==> src/source/framer_consts.svh <==
// sizes and pattern bytes are fixed at compile time; depth must stay a power of two.
`ifndef FRAMER_CONSTS_SVH
`define FRAMER_CONSTS_SVH

// buffer geometry.
`define FRAMER_FIFO_DEPTH 1024
`define FRAMER_PTR_W      10

// head and tail are the same length.
`define FRAMER_HDR_LEN    6

// head is pre, pre, pre, head, head, number.
// tail is pre, pre, pre, tail, tail, number.
`define FRAMER_PRE_BYTE   8'h55
`define FRAMER_HEAD_BYTE  8'hd5
`define FRAMER_TAIL_BYTE  8'hfd

`endif

==> src/source/framer_pkg.sv <==
// shared framer types; field order inside the structs is part of the interface.
`default_nettype none

package framer_pkg;

    // one stored input byte.
    typedef struct packed {
        logic       sop;
        logic       eop;
        logic [7:0] data;
    } pkt_byte_t;

    // sequencer segment.
    typedef enum logic [1:0] {
        SEG_IDLE = 2'd0,
        SEG_HEAD = 2'd1,
        SEG_BODY = 2'd2,
        SEG_TAIL = 2'd3
    } seg_t;

    // sequencer to emitter, one per cycle.
    typedef struct packed {
        logic       vld;
        seg_t       seg;
        logic [2:0] idx;      // position inside head or tail.
        logic [7:0] pkt_num;
        logic [7:0] data;     // body byte, zero outside the body.
        logic       sop;
        logic       eop;
    } frame_cmd_t;

    // registered output beat.
    typedef struct packed {
        logic [7:0] data;
        logic       vld;
        logic       sop;
        logic       eop;
    } out_beat_t;

endpackage

`default_nettype wire

==> src/source/frame_emitter.sv <==
// head and tail layout is fixed at three pre bytes, two markers and the packet number.
`default_nettype none
`include "framer_consts.svh"

module frame_emitter (
    input  wire                        clk,
    input  wire                        rst_n,
    input  wire framer_pkg::frame_cmd_t cmd,
    output framer_pkg::out_beat_t      beat
);

    logic [7:0] marker;
    logic [7:0] pat_byte;
    logic [7:0] sel_byte;

    assign marker = (cmd.seg == framer_pkg::SEG_TAIL) ? `FRAMER_TAIL_BYTE
                                                      : `FRAMER_HEAD_BYTE;

    always_comb begin
        if (cmd.idx < 3'd3) begin
            pat_byte = `FRAMER_PRE_BYTE;
        end else if (cmd.idx < 3'd5) begin
            pat_byte = marker;
        end else begin
            pat_byte = cmd.pkt_num;   // last byte of head or tail.
        end
    end

    assign sel_byte = (cmd.seg == framer_pkg::SEG_BODY) ? cmd.data : pat_byte;

    // data holds between frames.
    always_ff @(posedge clk or negedge rst_n) begin
        if (!rst_n) begin
            beat <= '0;
        end else begin
            beat.vld <= cmd.vld;
            beat.sop <= cmd.sop;
            beat.eop <= cmd.eop;
            if (cmd.vld) begin
                beat.data <= sel_byte;
            end
        end
    end

endmodule

`default_nettype wire

==> config.mk <==
export PLATFORM = sky130hd
export DESIGN_NAME = frame_emitter
export DESIGN_NICKNAME = d
export VERILOG_FILES = /design/src/source/framer_pkg.sv /design/src/source/frame_emitter.sv
export VERILOG_INCLUDE_DIRS = /design/src /design/src/source
export SDC_FILE = /design/constraint.sdc
export NUM_CORES = 1
export LEC_CHECK = 0
export BUFFER_PORTS_ARGS = -buffer_cell sky130_fd_sc_hd__buf_2
export CORE_MARGIN = 2
export CORE_UTILIZATION = 35
export DETAILED_ROUTE_END_ITERATION = 6
export PLACE_DENSITY = 0.73
export SETUP_SLACK_MARGIN = 0.5
export SLEW_MARGIN = 30
export SYNTH_ARGS = -nofsm -noshare
export SYNTH_HDL_FRONTEND = slang
export SYNTH_SLANG_ARGS = --single-unit
==> constraint.sdc <==
create_clock -name clk -period 0.8 [get_ports clk]
set_input_delay 0.08 -clock clk [delete_from_list [all_inputs] [get_ports clk]]
set_output_delay 0.08 -clock clk [all_outputs]
set_load 0.02 [all_outputs]
==> results.py <==
metrics = {
    "sta": {
        "max-slew-margin-rel_pct": 73.5,
        "final-hold-violation-count": 13,
        "layout_min_cycle_time_ns": 0.903,
        "max_freq_ghz": 1.11,
        "rsz0062_at_grt": "yes",
        "holdWs_ns": -0.331,
        "tightest_slew_ns": 0.394,
        "min_period_over_period_pct": 113,
        "setup_viol": 11,
        "fin_skew_ns": 0,
        "setup_slack_ns": -0.103,
        "drv_slew": 0,
    },
    "placed_design": {
        "placed_cell_area_um2": 772,
        "dp.final_hpwl_um": 1130,
        "place_congestion": 0.781,
        "numPortBuffers": 36,
    },
    "synthesis": {
        "syn_inst": 53,
        "netlist.area_leader.share_pct": 51.6,
        "syn-cell-area_um2": 533,
        "synth_top_cell_by_area": "dfrtp_1",
        "synth.distinct_cells": 19,
        "avgSynthCellArea_um2": 10.1,
        "synthesis.nets": 79,
        "seq_area_frac_synth_pct": 51.6,
        "synth_area_leaders": "dfrtp_1, o2bb2ai_1, o21ai_0, nor3_1, a41oi_1",
        "ys_warn_count": 0,
        "ys_ff_latch": 11,
    },
    "floorplan": {
        "start_util_pct": 36.2,
        "die_h_um": 43.0,
        "die_x_um": 43.0,
        "core_area_mm2": 0.00147,
        "dieArea_mm2": 0.00185,
        "io_pins": 37,
        "rows": 14,
    },
    "setup_path": {
        "critPathMaxFanout": 2,
        "crit_start": "beat[7]",
        "cp-endpoint": "beat[7]",
        "cp_slowest_cell": "dfrtp_2",
        "crit_buf_inv": 1,
        "path_class": "reg -> out",
        "rr_endpoint": "beat[5]",
        "cp_cell_sequence": "buf_6",
        "end_kind": "output port",
        "crit_arrival_ns": 0.82,
        "rrSetupSlack_ns": 0.03,
        "critical-path-top-delay-family": "flip-flops",
        "critPathMaxStageDelay_ns": 0.42,
        "cp.depth": 1,
        "reg2reg_from": "beat[5]",
        "startpoint_type": "register",
        "reg2reg_depth": 2,
        "required_ns": 0.72,
    },
    "clock_network": {
        "clk_latency_ns": 0.26,
        "cts_tree": "done",
        "clk_pin_slew_worst_paths_ns": 0.07,
        "cts-root-buf": "clkbuf_4",
        "clock_path_buffers": 2,
        "cts-buffers-inserted": 3,
        "cts.sinks": 11,
        "h-tree-depth": 1,
    },
    "grt": {
        "grt_pass1_wl_um": 2390,
        "grt_pass1_vias": 568,
        "antenna_found_initial": 0,
        "grt_max_degree": 12,
        "grt_usage_pct": 17.6,
        "gr-total-overflow": 0,
    },
    "final_layout": {
        "fin_area_um2": 928,
        "nets": 127,
        "top_register": "beat",
        "layout_commonest_cell": "buf_2",
        "fin_util_pct": 63.1,
        "area_growth_pct": 74.2,
        "largest_reg_flops": 11,
        "drive_gt1_share_pct": 62.0,
        "n_antenna_cell": 0,
        "layout_common_cells": "buf_2, buf_6, o21ai_0, dfrtp_2, buf_4",
        "top_regs": "beat x11",
    },
    "outcome": {
        "violations": "negative hold slack, negative setup slack",
        "status": "finished, violations left",
    },
    "power": {
        "ir_drop_mv": 0.990,
        "switching_power_w": 0.000443,
        "power_frac_clock_pct": 25.6,
        "p_leak_nw": 0.432,
        "seqPwrFrac_pct": 43.7,
        "switching_share_pct": 29.5,
        "combinationalPowerShare_pct": 30.7,
        "power_w": 0.00150,
        "powerDensity_mw_per_mm2": 1610,
        "p_int_w": 0.00106,
    },
    "detailed_routing": {
        "wl_um": 1630,
        "drt_pre_antenna_iters": 4,
        "via_count": 597,
        "vias_per_cell": 5.15,
        "drt-wirelength-per-cell_um": 14.0,
        "ant_nets": 0,
        "drtIter0Drc": 9,
        "drc_errors": 0,
    },
    "min_path": {
        "hp-class": "in -> async",
    },
    "flow_run": {
        "cap_violations": 0,
    },
}
synth_stat cells:
master     instances
buf_6              1
o21a_1             1
a31oi_1            2
a211oi_1           1
nand3_1            3
nor2_1             4
and3_2             1
o21bai_1           1
clkbuf_2           1
nor3_1             4
nor2b_4            1
dfrtp_1           11
nand2b_1           1
a41oi_1            2
and3b_1            1
o21ai_0            8
nand2_1            3
inv_1              2
o2bb2ai_1          5
kinds of logic (layout without fill, tap and decap cells):
group	count (synthesis)	in the layout	synth area share [%]
buffers and inverters	4	51	4.46
AO/OA/AOI/OAI	20	20	25.6
AND/OR/NAND/NOR	18	18	18.3
flip-flops	11	11	51.6
layer usage:
layer	vias up	track usage, %	share of wire, %	wire length (µm)
li1	293	-	-	-
met1	280	18.5	39	642
met2	22	33.6	54	871
met3	2	2.98	6.6	108
met4	0	7.27	0.25	4
met5	-	0	0	0
through the flow:
| step | setup WS, ns | TNS, ns | instances |
|---|---|---|---|
| after floorplan | 0.0960 | 0 | 53 |
| after global placement | -0.0920 | -0.408 | 109 |
| after detailed placement | -0.105 | -0.384 | 109 |
| after CTS | -0.0996 | -0.940 | 115 |
| after global routing | -0.125 | -1.14 | 116 |
| final | -0.103 | -0.877 | 116 |
what timing repair did:
action,in CTS,in global routing
setup endpoints to repair,19,19
resized for setup,25,4
pin swaps,1,1
endpoints found under the hold margin,13,13
setup buffers,2,1
how the worst min path moves through the flow:
stage | slack, ns | depth (start not counted) | endpoint | startpoint
final | -0.33 | 1 | beat[0] | rst_n
after CTS | -0.33 | 1 | beat[0] | rst_n
after global routing | -0.31 | 1 | beat[2] | rst_n
after detailed placement | -0.04 | 1 | beat[0] | rst_n
after global placement | -0.05 | 1 | beat[1] | rst_n
after floorplan | -0.22 | 0 | beat[0] | rst_n
power groups by stage:
| stage | combinational [W] | sequential [W] | clock [W] |
|---|---|---|---|
| after floorplan | 0.000104 | 0.000719 | 0 |
| after global placement | 0.000337 | 0.000648 | 0 |
| after detailed placement | 0.000339 | 0.000650 | 0 |
| after CTS | 0.000427 | 0.000652 | 0.000398 |
| after global routing | 0.000488 | 0.000661 | 0.000419 |
| final | 0.000459 | 0.000655 | 0.000383 |
layout make-up:
| type | instances | area, µm² |
|---|---|---|
| clock buffer | 4 | 26.3 |
| inverter | 2 | 7.51 |
| fill | 132 | 543 |
| multi-input combinational | 38 | 262 |
| sequential | 11 | 285 |
| tap | 16 | 20.0 |
| timing repair buffer | 45 | 328 |
No activity file was read; power rests on OpenSTA's default activity.
