===== config.mk =====
export PLATFORM = sky130hd
export DESIGN_NAME = frame_sequencer
export DESIGN_NICKNAME = d
export VERILOG_FILES = /design/src/source/framer_pkg.sv /design/src/source/frame_sequencer.sv
export VERILOG_INCLUDE_DIRS = /design/src /design/src/source
export SDC_FILE = /design/constraint.sdc
export NUM_CORES = 1
export LEC_CHECK = 0
export BUFFER_PORTS_ARGS = -buffer_cell sky130_fd_sc_hd__buf_2
export CORE_MARGIN = 3
export CORE_UTILIZATION = 40
export CTS_CLUSTER_SIZE = 8
export DETAILED_ROUTE_END_ITERATION = 10
export PLACE_DENSITY_LB_ADDON = 0.2
export SYNTH_ARGS = -nofsm -noshare
export SYNTH_HDL_FRONTEND = slang
export SYNTH_SLANG_ARGS = --single-unit

===== constraint.sdc =====
create_clock -name clk -period 4 [get_ports clk]
set_input_delay 0.8 -clock clk [delete_from_list [all_inputs] [get_ports clk]]
set_output_delay 0.8 -clock clk [all_outputs]
set_load 0.03 [all_outputs]

===== src/source/framer_consts.svh =====
// sizes and pattern bytes are fixed at compile time; depth must stay a power of two.
`ifndef FRAMER_CONSTS_SVH
`define FRAMER_CONSTS_SVH

// buffer geometry.
`define FRAMER_FIFO_DEPTH 1024
`define FRAMER_PTR_W      10

// head and tail are the same length.
`define FRAMER_HDR_LEN    6

// head is pre, pre, pre, head, head, number.
// tail is pre, pre, pre, tail, tail, number.
`define FRAMER_PRE_BYTE   8'h55
`define FRAMER_HEAD_BYTE  8'hd5
`define FRAMER_TAIL_BYTE  8'hfd

`endif


===== src/source/framer_pkg.sv =====
// shared framer types; field order inside the structs is part of the interface.
`default_nettype none

package framer_pkg;

    // one stored input byte.
    typedef struct packed {
        logic       sop;
        logic       eop;
        logic [7:0] data;
    } pkt_byte_t;

    // sequencer segment.
    typedef enum logic [1:0] {
        SEG_IDLE = 2'd0,
        SEG_HEAD = 2'd1,
        SEG_BODY = 2'd2,
        SEG_TAIL = 2'd3
    } seg_t;

    // sequencer to emitter, one per cycle.
    typedef struct packed {
        logic       vld;
        seg_t       seg;
        logic [2:0] idx;      // position inside head or tail.
        logic [7:0] pkt_num;
        logic [7:0] data;     // body byte, zero outside the body.
        logic       sop;
        logic       eop;
    } frame_cmd_t;

    // registered output beat.
    typedef struct packed {
        logic [7:0] data;
        logic       vld;
        logic       sop;
        logic       eop;
    } out_beat_t;

endpackage

`default_nettype wire


===== src/source/frame_sequencer.sv =====
// starts a frame only for a fully stored packet, so the body never pops an empty buffer.
`default_nettype none
`include "framer_consts.svh"

module frame_sequencer (
    input  wire                    clk,
    input  wire                    rst_n,
    input  wire framer_pkg::pkt_byte_t rd_byte,
    input  wire [8:0]              pkt_avail,
    output logic                   rd_pop,
    output logic                   pkt_done,
    output framer_pkg::frame_cmd_t cmd
);

    framer_pkg::seg_t state;
    logic [2:0]       idx;
    logic [7:0]       pkt_num;
    logic             hdr_last;
    logic             in_body;
    logic             in_pat;

    assign in_body  = (state == framer_pkg::SEG_BODY);
    assign in_pat   = (state == framer_pkg::SEG_HEAD) || (state == framer_pkg::SEG_TAIL);
    assign hdr_last = (idx == 3'(`FRAMER_HDR_LEN - 1));

    assign rd_pop   = in_body;
    assign pkt_done = (state == framer_pkg::SEG_TAIL) && hdr_last;

    // segment FSM. in the body idx only marks the first beat.
    always_ff @(posedge clk or negedge rst_n) begin
        if (!rst_n) begin
            state <= framer_pkg::SEG_IDLE;
            idx   <= '0;
        end else begin
            case (state)
                framer_pkg::SEG_IDLE: begin
                    idx <= '0;
                    if (pkt_avail != '0) begin
                        state <= framer_pkg::SEG_HEAD;
                    end
                end
                framer_pkg::SEG_HEAD: begin
                    if (hdr_last) begin
                        state <= framer_pkg::SEG_BODY;
                        idx   <= '0;
                    end else begin
                        idx <= idx + 1'b1;
                    end
                end
                framer_pkg::SEG_BODY: begin
                    if (rd_byte.eop) begin
                        state <= framer_pkg::SEG_TAIL;
                        idx   <= '0;
                    end else begin
                        idx <= 3'd1;
                    end
                end
                framer_pkg::SEG_TAIL: begin
                    if (hdr_last) begin
                        // current packet is still counted here.
                        state <= (pkt_avail > 9'd1) ? framer_pkg::SEG_HEAD
                                                    : framer_pkg::SEG_IDLE;
                        idx   <= '0;
                    end else begin
                        idx <= idx + 1'b1;
                    end
                end
                default: begin
                    state <= framer_pkg::SEG_IDLE;
                    idx   <= '0;
                end
            endcase
        end
    end

    // packet number, wraps at 8 bits.
    always_ff @(posedge clk or negedge rst_n) begin
        if (!rst_n) begin
            pkt_num <= '0;
        end else if (pkt_done) begin
            pkt_num <= pkt_num + 1'b1;
        end
    end

    always_comb begin
        cmd         = '0;
        cmd.vld     = (state != framer_pkg::SEG_IDLE);
        cmd.seg     = state;
        cmd.idx     = idx;
        cmd.pkt_num = pkt_num;
        cmd.sop     = cmd.vld && (idx == '0);
        if (in_body) begin
            cmd.data = rd_byte.data;
            cmd.eop  = rd_byte.eop;   // stored flag ends the body.
        end else begin
            cmd.eop  = in_pat && hdr_last;
        end
    end

endmodule

`default_nettype wire


==> results.md, run 1 <==
- Seq cells post-synth: 13
- Routed WL per cell: 11.4 µm
- Die area: 2560 µm²
- Register area share after synthesis: 0.408
- Reg2reg start: state[0]
- R2r setup slk: 2.38 ns
- Critical Path Start: state[1]
- RSZ-0062 raised after global routing: no
- GPL Wtd Cong: 0.676
- Initial DRC count: 13
- Synth Cell Area: 797 µm²
- Initial core utilization: 0.442
- Placed Cells: 147
- Root Buffer: clkbuf_4
- Yosys warns: 0
- Cells after Synth: 78
- Max Freq: 413 MHz
- Num ports: 47
- Detailed Route WL: 1.72 mm
- Worst EP arrival: 1.62 ns
- # rows: 15
- CTS Buffer Depth: 2
- Pre-Repair DR Iteration Count: 4
- Number of antenna violations at the first check in global routing: 0
- Tot Pwr: 696 µW
- CP required: 3.20 ns
- Core Footprint: 1800 µm²
- Normalized max-slew margin: 0.794
- Placed cell area: 1050 µm²
- Min Tclk post-route: 2.42 ns
- Setup repair bufs after CTS: 0
- Critical path class: flip-flop to primary output
- Final instance area: 1080 µm²
- Setup Skew: 0.00279 ns
- Pleak: 0.619 nW
- Power Dens Cells: 647 nW/µm²
- Worst-case reg-to-reg path depth: 5
- Pins Over Slew Limit: 0
- Final Cycle Share: 0.606
- Hold-fix buffers, CTS: 0
- DRC viols: 0
- Largest net degree at the start of global routing: 14
- Setup WS post-layout: 1.58 ns
- Clk pwr share: 0.109
- Area grow syn2layout: 35.0%
- Layout cell share with drive strength beyond 1: 0.452
- Crit path capture type: primary output
- Syn avg cell area: 10.2 µm²
- CTS tree: yes
- Die Ht: 50.6 µm
- Final setup violation count: 0
- Drt via density: 4.72
- Antenna Nets Post-Route: 0
- Post-CTS sizing: 0
- Status: finished clean
- Die W: 50.6 µm
- Startpoint types: flip-flop
- Clock sink total: 13
- Port buffer count: 45
- Ant diodes: 0
- Pre-CTS setup slack: 1.86 ns
- Routed vias: 712
- Hold Path Class: input pin to async pin
- Worst r2r dst: state[1]
- Seq pwr share: 0.289
- Peak supply drop: 0.000428 V
- Int Power: 350 µW
- Total grt overflow: 0
- First-pass GRT wire length: 2.93 mm
- Final hold violation count: 0
- Number of global-route vias before repair: 694
- GRT Total Usage: 0.148
- Nets: 154
- Clk slew on worst S/H paths: 0.07 ns
- Fin Setup TNS: 0 ns
- Sw Share: 0.498
- Crit path max fanout: 6
- Syn nets: 105
- TritonCTS Buffers: 3
- Slew @ Worst Pin: 0.308 ns
- Fin util: 0.597
- Psw: 347 µW
- Comb power frac: 0.602
- Fin Hold WS: 0.410 ns
- Non-filler cells, final: 151
- Worst-skew pair later-pin latency: 0.26 ns
- Max-cap violation count: 0
- Crit path capture: cmd[0]
- Netlist cell types: 28
- # fillers: 189
- H-tree depth: 1
- Dpl hpwl: 1.45 mm
[cells by family (layout without fill, tap and decap cells)]
logic type,count (synthesis),count (layout),synth area share
and+or+nand+nor,37,37,0.298
DFF,13,13,0.408
AOI/OAI and AO/OA,8,8,0.0754
xor gates and xnor gates,7,7,0.0769
adders and majority gates,6,6,0.0942
buffers and inverters,6,54,0.0283
muxes,1,1,0.0188
[per-layer routing]
layer,part of all wire,GRT usage,vias to the layer above
met5,0,0,-
met4,0.0093,0.0269,0
met3,0.040,0.0475,2
met2,0.52,0.265,16
met1,0.43,0.172,329
li1,-,-,365
[sequential cells by signal, indices dropped and copies added, names as in the netlist]
name and flops:
pkt_num 8, state 2, idx 3
[cell type report]
class                   count  area [µm²]  area share
clock buffers               4        26.3      0.0244
well taps                  25        31.3      0.0291
multi-input cells          59         449       0.417
inverters                   5        18.8      0.0174
repair buffers             45         225       0.209
flip-flops and latches     13         325       0.302
[synthesized netlist by cell type (all sizes together)]
master | instances | share of area
nand3 | 3 | 0.025
a2bb2oi | 1 | 0.011
o2111ai | 1 | 0.011
mux2 | 1 | 0.019
o21a | 1 | 0.0094
nand4 | 3 | 0.024
nand2 | 8 | 0.038
nand2b | 1 | 0.0079
o31ai | 1 | 0.0094
o21ai | 1 | 0.011
nor2 | 6 | 0.035
xor2 | 1 | 0.011
nor4 | 3 | 0.039
nor3 | 2 | 0.013
xnor2 | 6 | 0.066
nand3b | 1 | 0.014
clkbuf | 1 | 0.0047
a21oi | 2 | 0.013
ha | 6 | 0.094
nand4b | 2 | 0.041
and2 | 8 | 0.063
a211o | 1 | 0.011
inv | 5 | 0.024
dfrtp | 13 | 0.41
[power groups by stage]
stage / sequential, mW / clock (mW) / combinational (mW)
6_report: 0.202 / 0.0758 / 0.419
5_1_grt: 0.208 / 0.0866 / 0.454
4_1_cts: 0.202 / 0.0806 / 0.425
3_5_place_dp: 0.204 / 0 / 0.424
3_3_place_gp: 0.202 / 0 / 0.414
2_1_floorplan: 0.246 / 0 / 0.270
[placed cells by master (no fill, tap or decap), types with 3 or more instances in the layout]
cell type | synthesis | routed
buf_2 | 0 | 45
dfrtp_1 | 13 | 13
nand2_1 | 8 | 8
and2_1 | 8 | 8
xnor2_1 | 6 | 6
ha_1 | 6 | 6
inv_1 | 5 | 5
nor2_1 | 4 | 4
nand4_1 | 3 | 3
clkbuf_4 | 0 | 3
[critical path, stage by stage, from the launching register on]
cell	delay, ns
dfrtp_1	0.44
ha_1	0.32
nor2_1	0.13
o31ai_1	0.23
buf_2	0.24
[how the worst min path moves through the flow]
| stage | startpoint | end | cells after the start |
|---|---|---|---|
| after floorplan | rst_n | idx[0] | 0 |
| after global placement | pkt_num[7] | pkt_num[7] | 1 |
| after global routing | rst_n | pkt_num[7] | 1 |
| final | rst_n | state[1] | 1 |
| after CTS | rst_n | idx[1] | 1 |
| after detailed placement | pkt_num[7] | pkt_num[7] | 1 |
No activity file was read; power rests on OpenSTA's default activity.
==> inputs of run 2 (changes only) <==
Clock period 4 ns to 2.4 ns, I/O delays scaled along.
==> run 2 against run 1 <==
Net effect: global-route usage rose by 0.67 points; total power rose by 68%; first-iteration DRC count fell by 69%; via count rose by 4.5%; critical path depth rose by 1; register-to-register slack got worse by 1.6 ns; critical path type unchanged.
==> results.md, run 2 (synthesis results as in run 1) <==
- TritonCTS Buffers: 3 (unchanged)
- Psw: 588 µW (+70%)
- Final Cycle Share: 0.872
- # fillers: 184 (-2.6%)
- Sw Share: 0.502 (+0.00386)
- GPL Wtd Cong: 0.723 (+7.1%)
- Hold-fix buffers, CTS: 0 (unchanged)
- CP max stage cell: dfrtp_1
- DRC viols: 0 (unchanged)
- Min Tclk post-route: 2.09 ns
- Most frequent cells in the layout: 45 x buf_2, 13 x dfrtp_1, 8 x nand2_1, 8 x and2_1
- Port buffer count: 45 (unchanged)
- Routed vias: 744 (+4.5%)
- Worst-skew pair later-pin latency: 0.27 ns (about the same)
- Final hold violation count: 0 (unchanged)
- Fin Setup TNS: 0 ns (unchanged)
- Clk slew on worst S/H paths: 0.08 ns (about the same)
- Initial core utilization: 0.442 (unchanged)
- Ant diodes: 0 (unchanged)
- Die Ht: 50.6 µm (unchanged)
- Top flop regs: pkt_num: 8 flops, idx: 3 flops, state: 2 flops
- Nets: 154 (unchanged)
- Commonest non-fill, non-tap cell in the layout: buf_2
- CP required: 1.92 ns (-1.28 ns)
- Largest stage delay, worst path: 0.42 ns (-0.02 ns)
- # rows: 15 (unchanged)
- Crit path capture type: primary output
- Setup Skew: 0.00236 ns (-0.000428 ns)
- Int Power: 584 µW (+67%)
- Setup WS post-layout: 0.308 ns (-1.27 ns)
- Dpl hpwl: 1.45 mm (+0.11%)
- Root Buffer: clkbuf_4
- Pre-Repair DR Iteration Count: 4 (unchanged)
- Max reg flops: 8 (unchanged)
- Crit path max fanout: 12 (+6)
- Max Freq: 478 MHz
- Number of antenna violations at the first check in global routing: 0 (unchanged)
- Clk pwr share: 0.113 (+0.004)
- Startpoint types: flip-flop
- CTS tree: yes
- Tot Pwr: 1.17 mW (+68%)
- CP Cell Sequence: inv_1, ha_1, nand2_1, o31ai_2, buf_2
- Comb power frac: 0.603 (about the same)
- Area grow syn2layout: 35.6%
- Critical path class: flip-flop to primary output
- Worst EP arrival: 1.61 ns (about the same)
- Clock sink total: 13 (unchanged)
- Slew @ Worst Pin: 0.324 ns (+0.0154 ns)
- CTS Buffer Depth: 2 (unchanged)
- First-pass GRT wire length: 2.95 mm (+0.48%)
- H-tree depth: 1 (unchanged)
- Largest reg by FF count: pkt_num
- Detailed Route WL: 1.80 mm (+4.5%)
- Power Dens Cells: 1080 nW/µm² (+67%)
- Drt via density: 4.93 (+4.5%)
- Seq pwr share: 0.284 (-0.005)
- Reg area: 325 µm² (unchanged)
- Largest net degree at the start of global routing: 14 (unchanged)
- Die W: 50.6 µm (unchanged)
- Die area: 2560 µm² (unchanged)
- Pleak: 0.621 nW (+0.40%)
- Number of global-route vias before repair: 694 (unchanged)
- R2r setup slk: 0.78 ns (-1.60 ns)
- Pins Over Slew Limit: 0 (unchanged)
- Routed WL per cell: 11.9 µm (+4.5%)
- Antenna Nets Post-Route: 0 (unchanged)
- Post-CTS sizing: 0 (unchanged)
- Status: finished clean
- RSZ-0062 raised after global routing: no
- Hold Path Class: input pin to async pin
- GRT Total Usage: 0.155 (+0.00672)
- Layout cell share with drive strength beyond 1: 0.460 (+0.00794)
- Core Footprint: 1800 µm² (unchanged)
- Peak supply drop: 0.000904 V (+110%)
- Max-cap violation count: 0 (unchanged)
- Multi-input logic area: 454 µm² (+1.1%)
- Num ports: 47 (unchanged)
- Final setup violation count: 0 (unchanged)
- Setup repair bufs after CTS: 0 (unchanged)
- Initial DRC count: 4 (-9)
- Total grt overflow: 0 (unchanged)
- Pre-CTS setup slack: 0.601 ns (-1.26 ns)
- Normalized max-slew margin: 0.783 (-0.0111)
run 2: cell counts in the layout (fill, tap and decap cells not counted):
Identical to the previous run, type by type.
run 2: worst max-delay path, delay by kind of cell, from the launching register on:
| kind | cells | cell delay (ns) |
|---|---|---|
| fa+ha+maj | 1 | 0.36 |
| buf+inv | 2 | 0.38 |
| simple gates | 1 | 0.11 |
| compound gates | 1 | 0.07 |
| flops | 1 | 0.42 |
run 2: cell type report:
cell class	instances	share of cell area
multi-input cells	59	0.420
flip-flops and latches	13	0.301
repair buffers	45	0.208
well taps	25	0.0289
clock buffers	4	0.0243
inverters	5	0.0174
run 2: metal layers:
metal,up-vias,wire [µm],global-route usage
li1,365,-,-
met1,340,728,0.162
met2,33,888,0.267
met3,6,152,0.0564
met4,0,31,0.0807
met5,-,0,0
run 2: power groups by stage:
stage          combinational (mW)  sequential (mW)  clock [mW]
3_5_place_dp                0.710            0.338           0
6_report                    0.706            0.333       0.132
2_1_floorplan               0.455            0.409           0
3_3_place_gp                0.697            0.337           0
4_1_cts                     0.713            0.334       0.138
5_1_grt                     0.768            0.345       0.148
run 2: final timing paths:
path	cells after the start	endpoint	from
max in group asynchronous	1	pkt_num[4]	rst_n
max	5	cmd[0]	state[0]
min reg2reg	1	pkt_num[7]	pkt_num[7]
min	1	pkt_num[3]	rst_n
max reg2reg	5	state[1]	state[0]
min in group clk	1	pkt_num[7]	pkt_num[7]
run 2: metrics by stage:
step / cells / area, µm² / hold WS (ns) / util
4_1_cts: 151 / 1080 / 0.0680 / 0.600
6_report: 151 / 1080 / 0.0704 / 0.600
5_1_grt: 151 / 1080 / 0.0749 / 0.600
2_1_floorplan: 78 / 802 / 0.184 / -
3_3_place_gp: 147 / 1050 / 0.375 / 0.585
3_5_place_dp: 147 / 1050 / 0.374 / 0.585
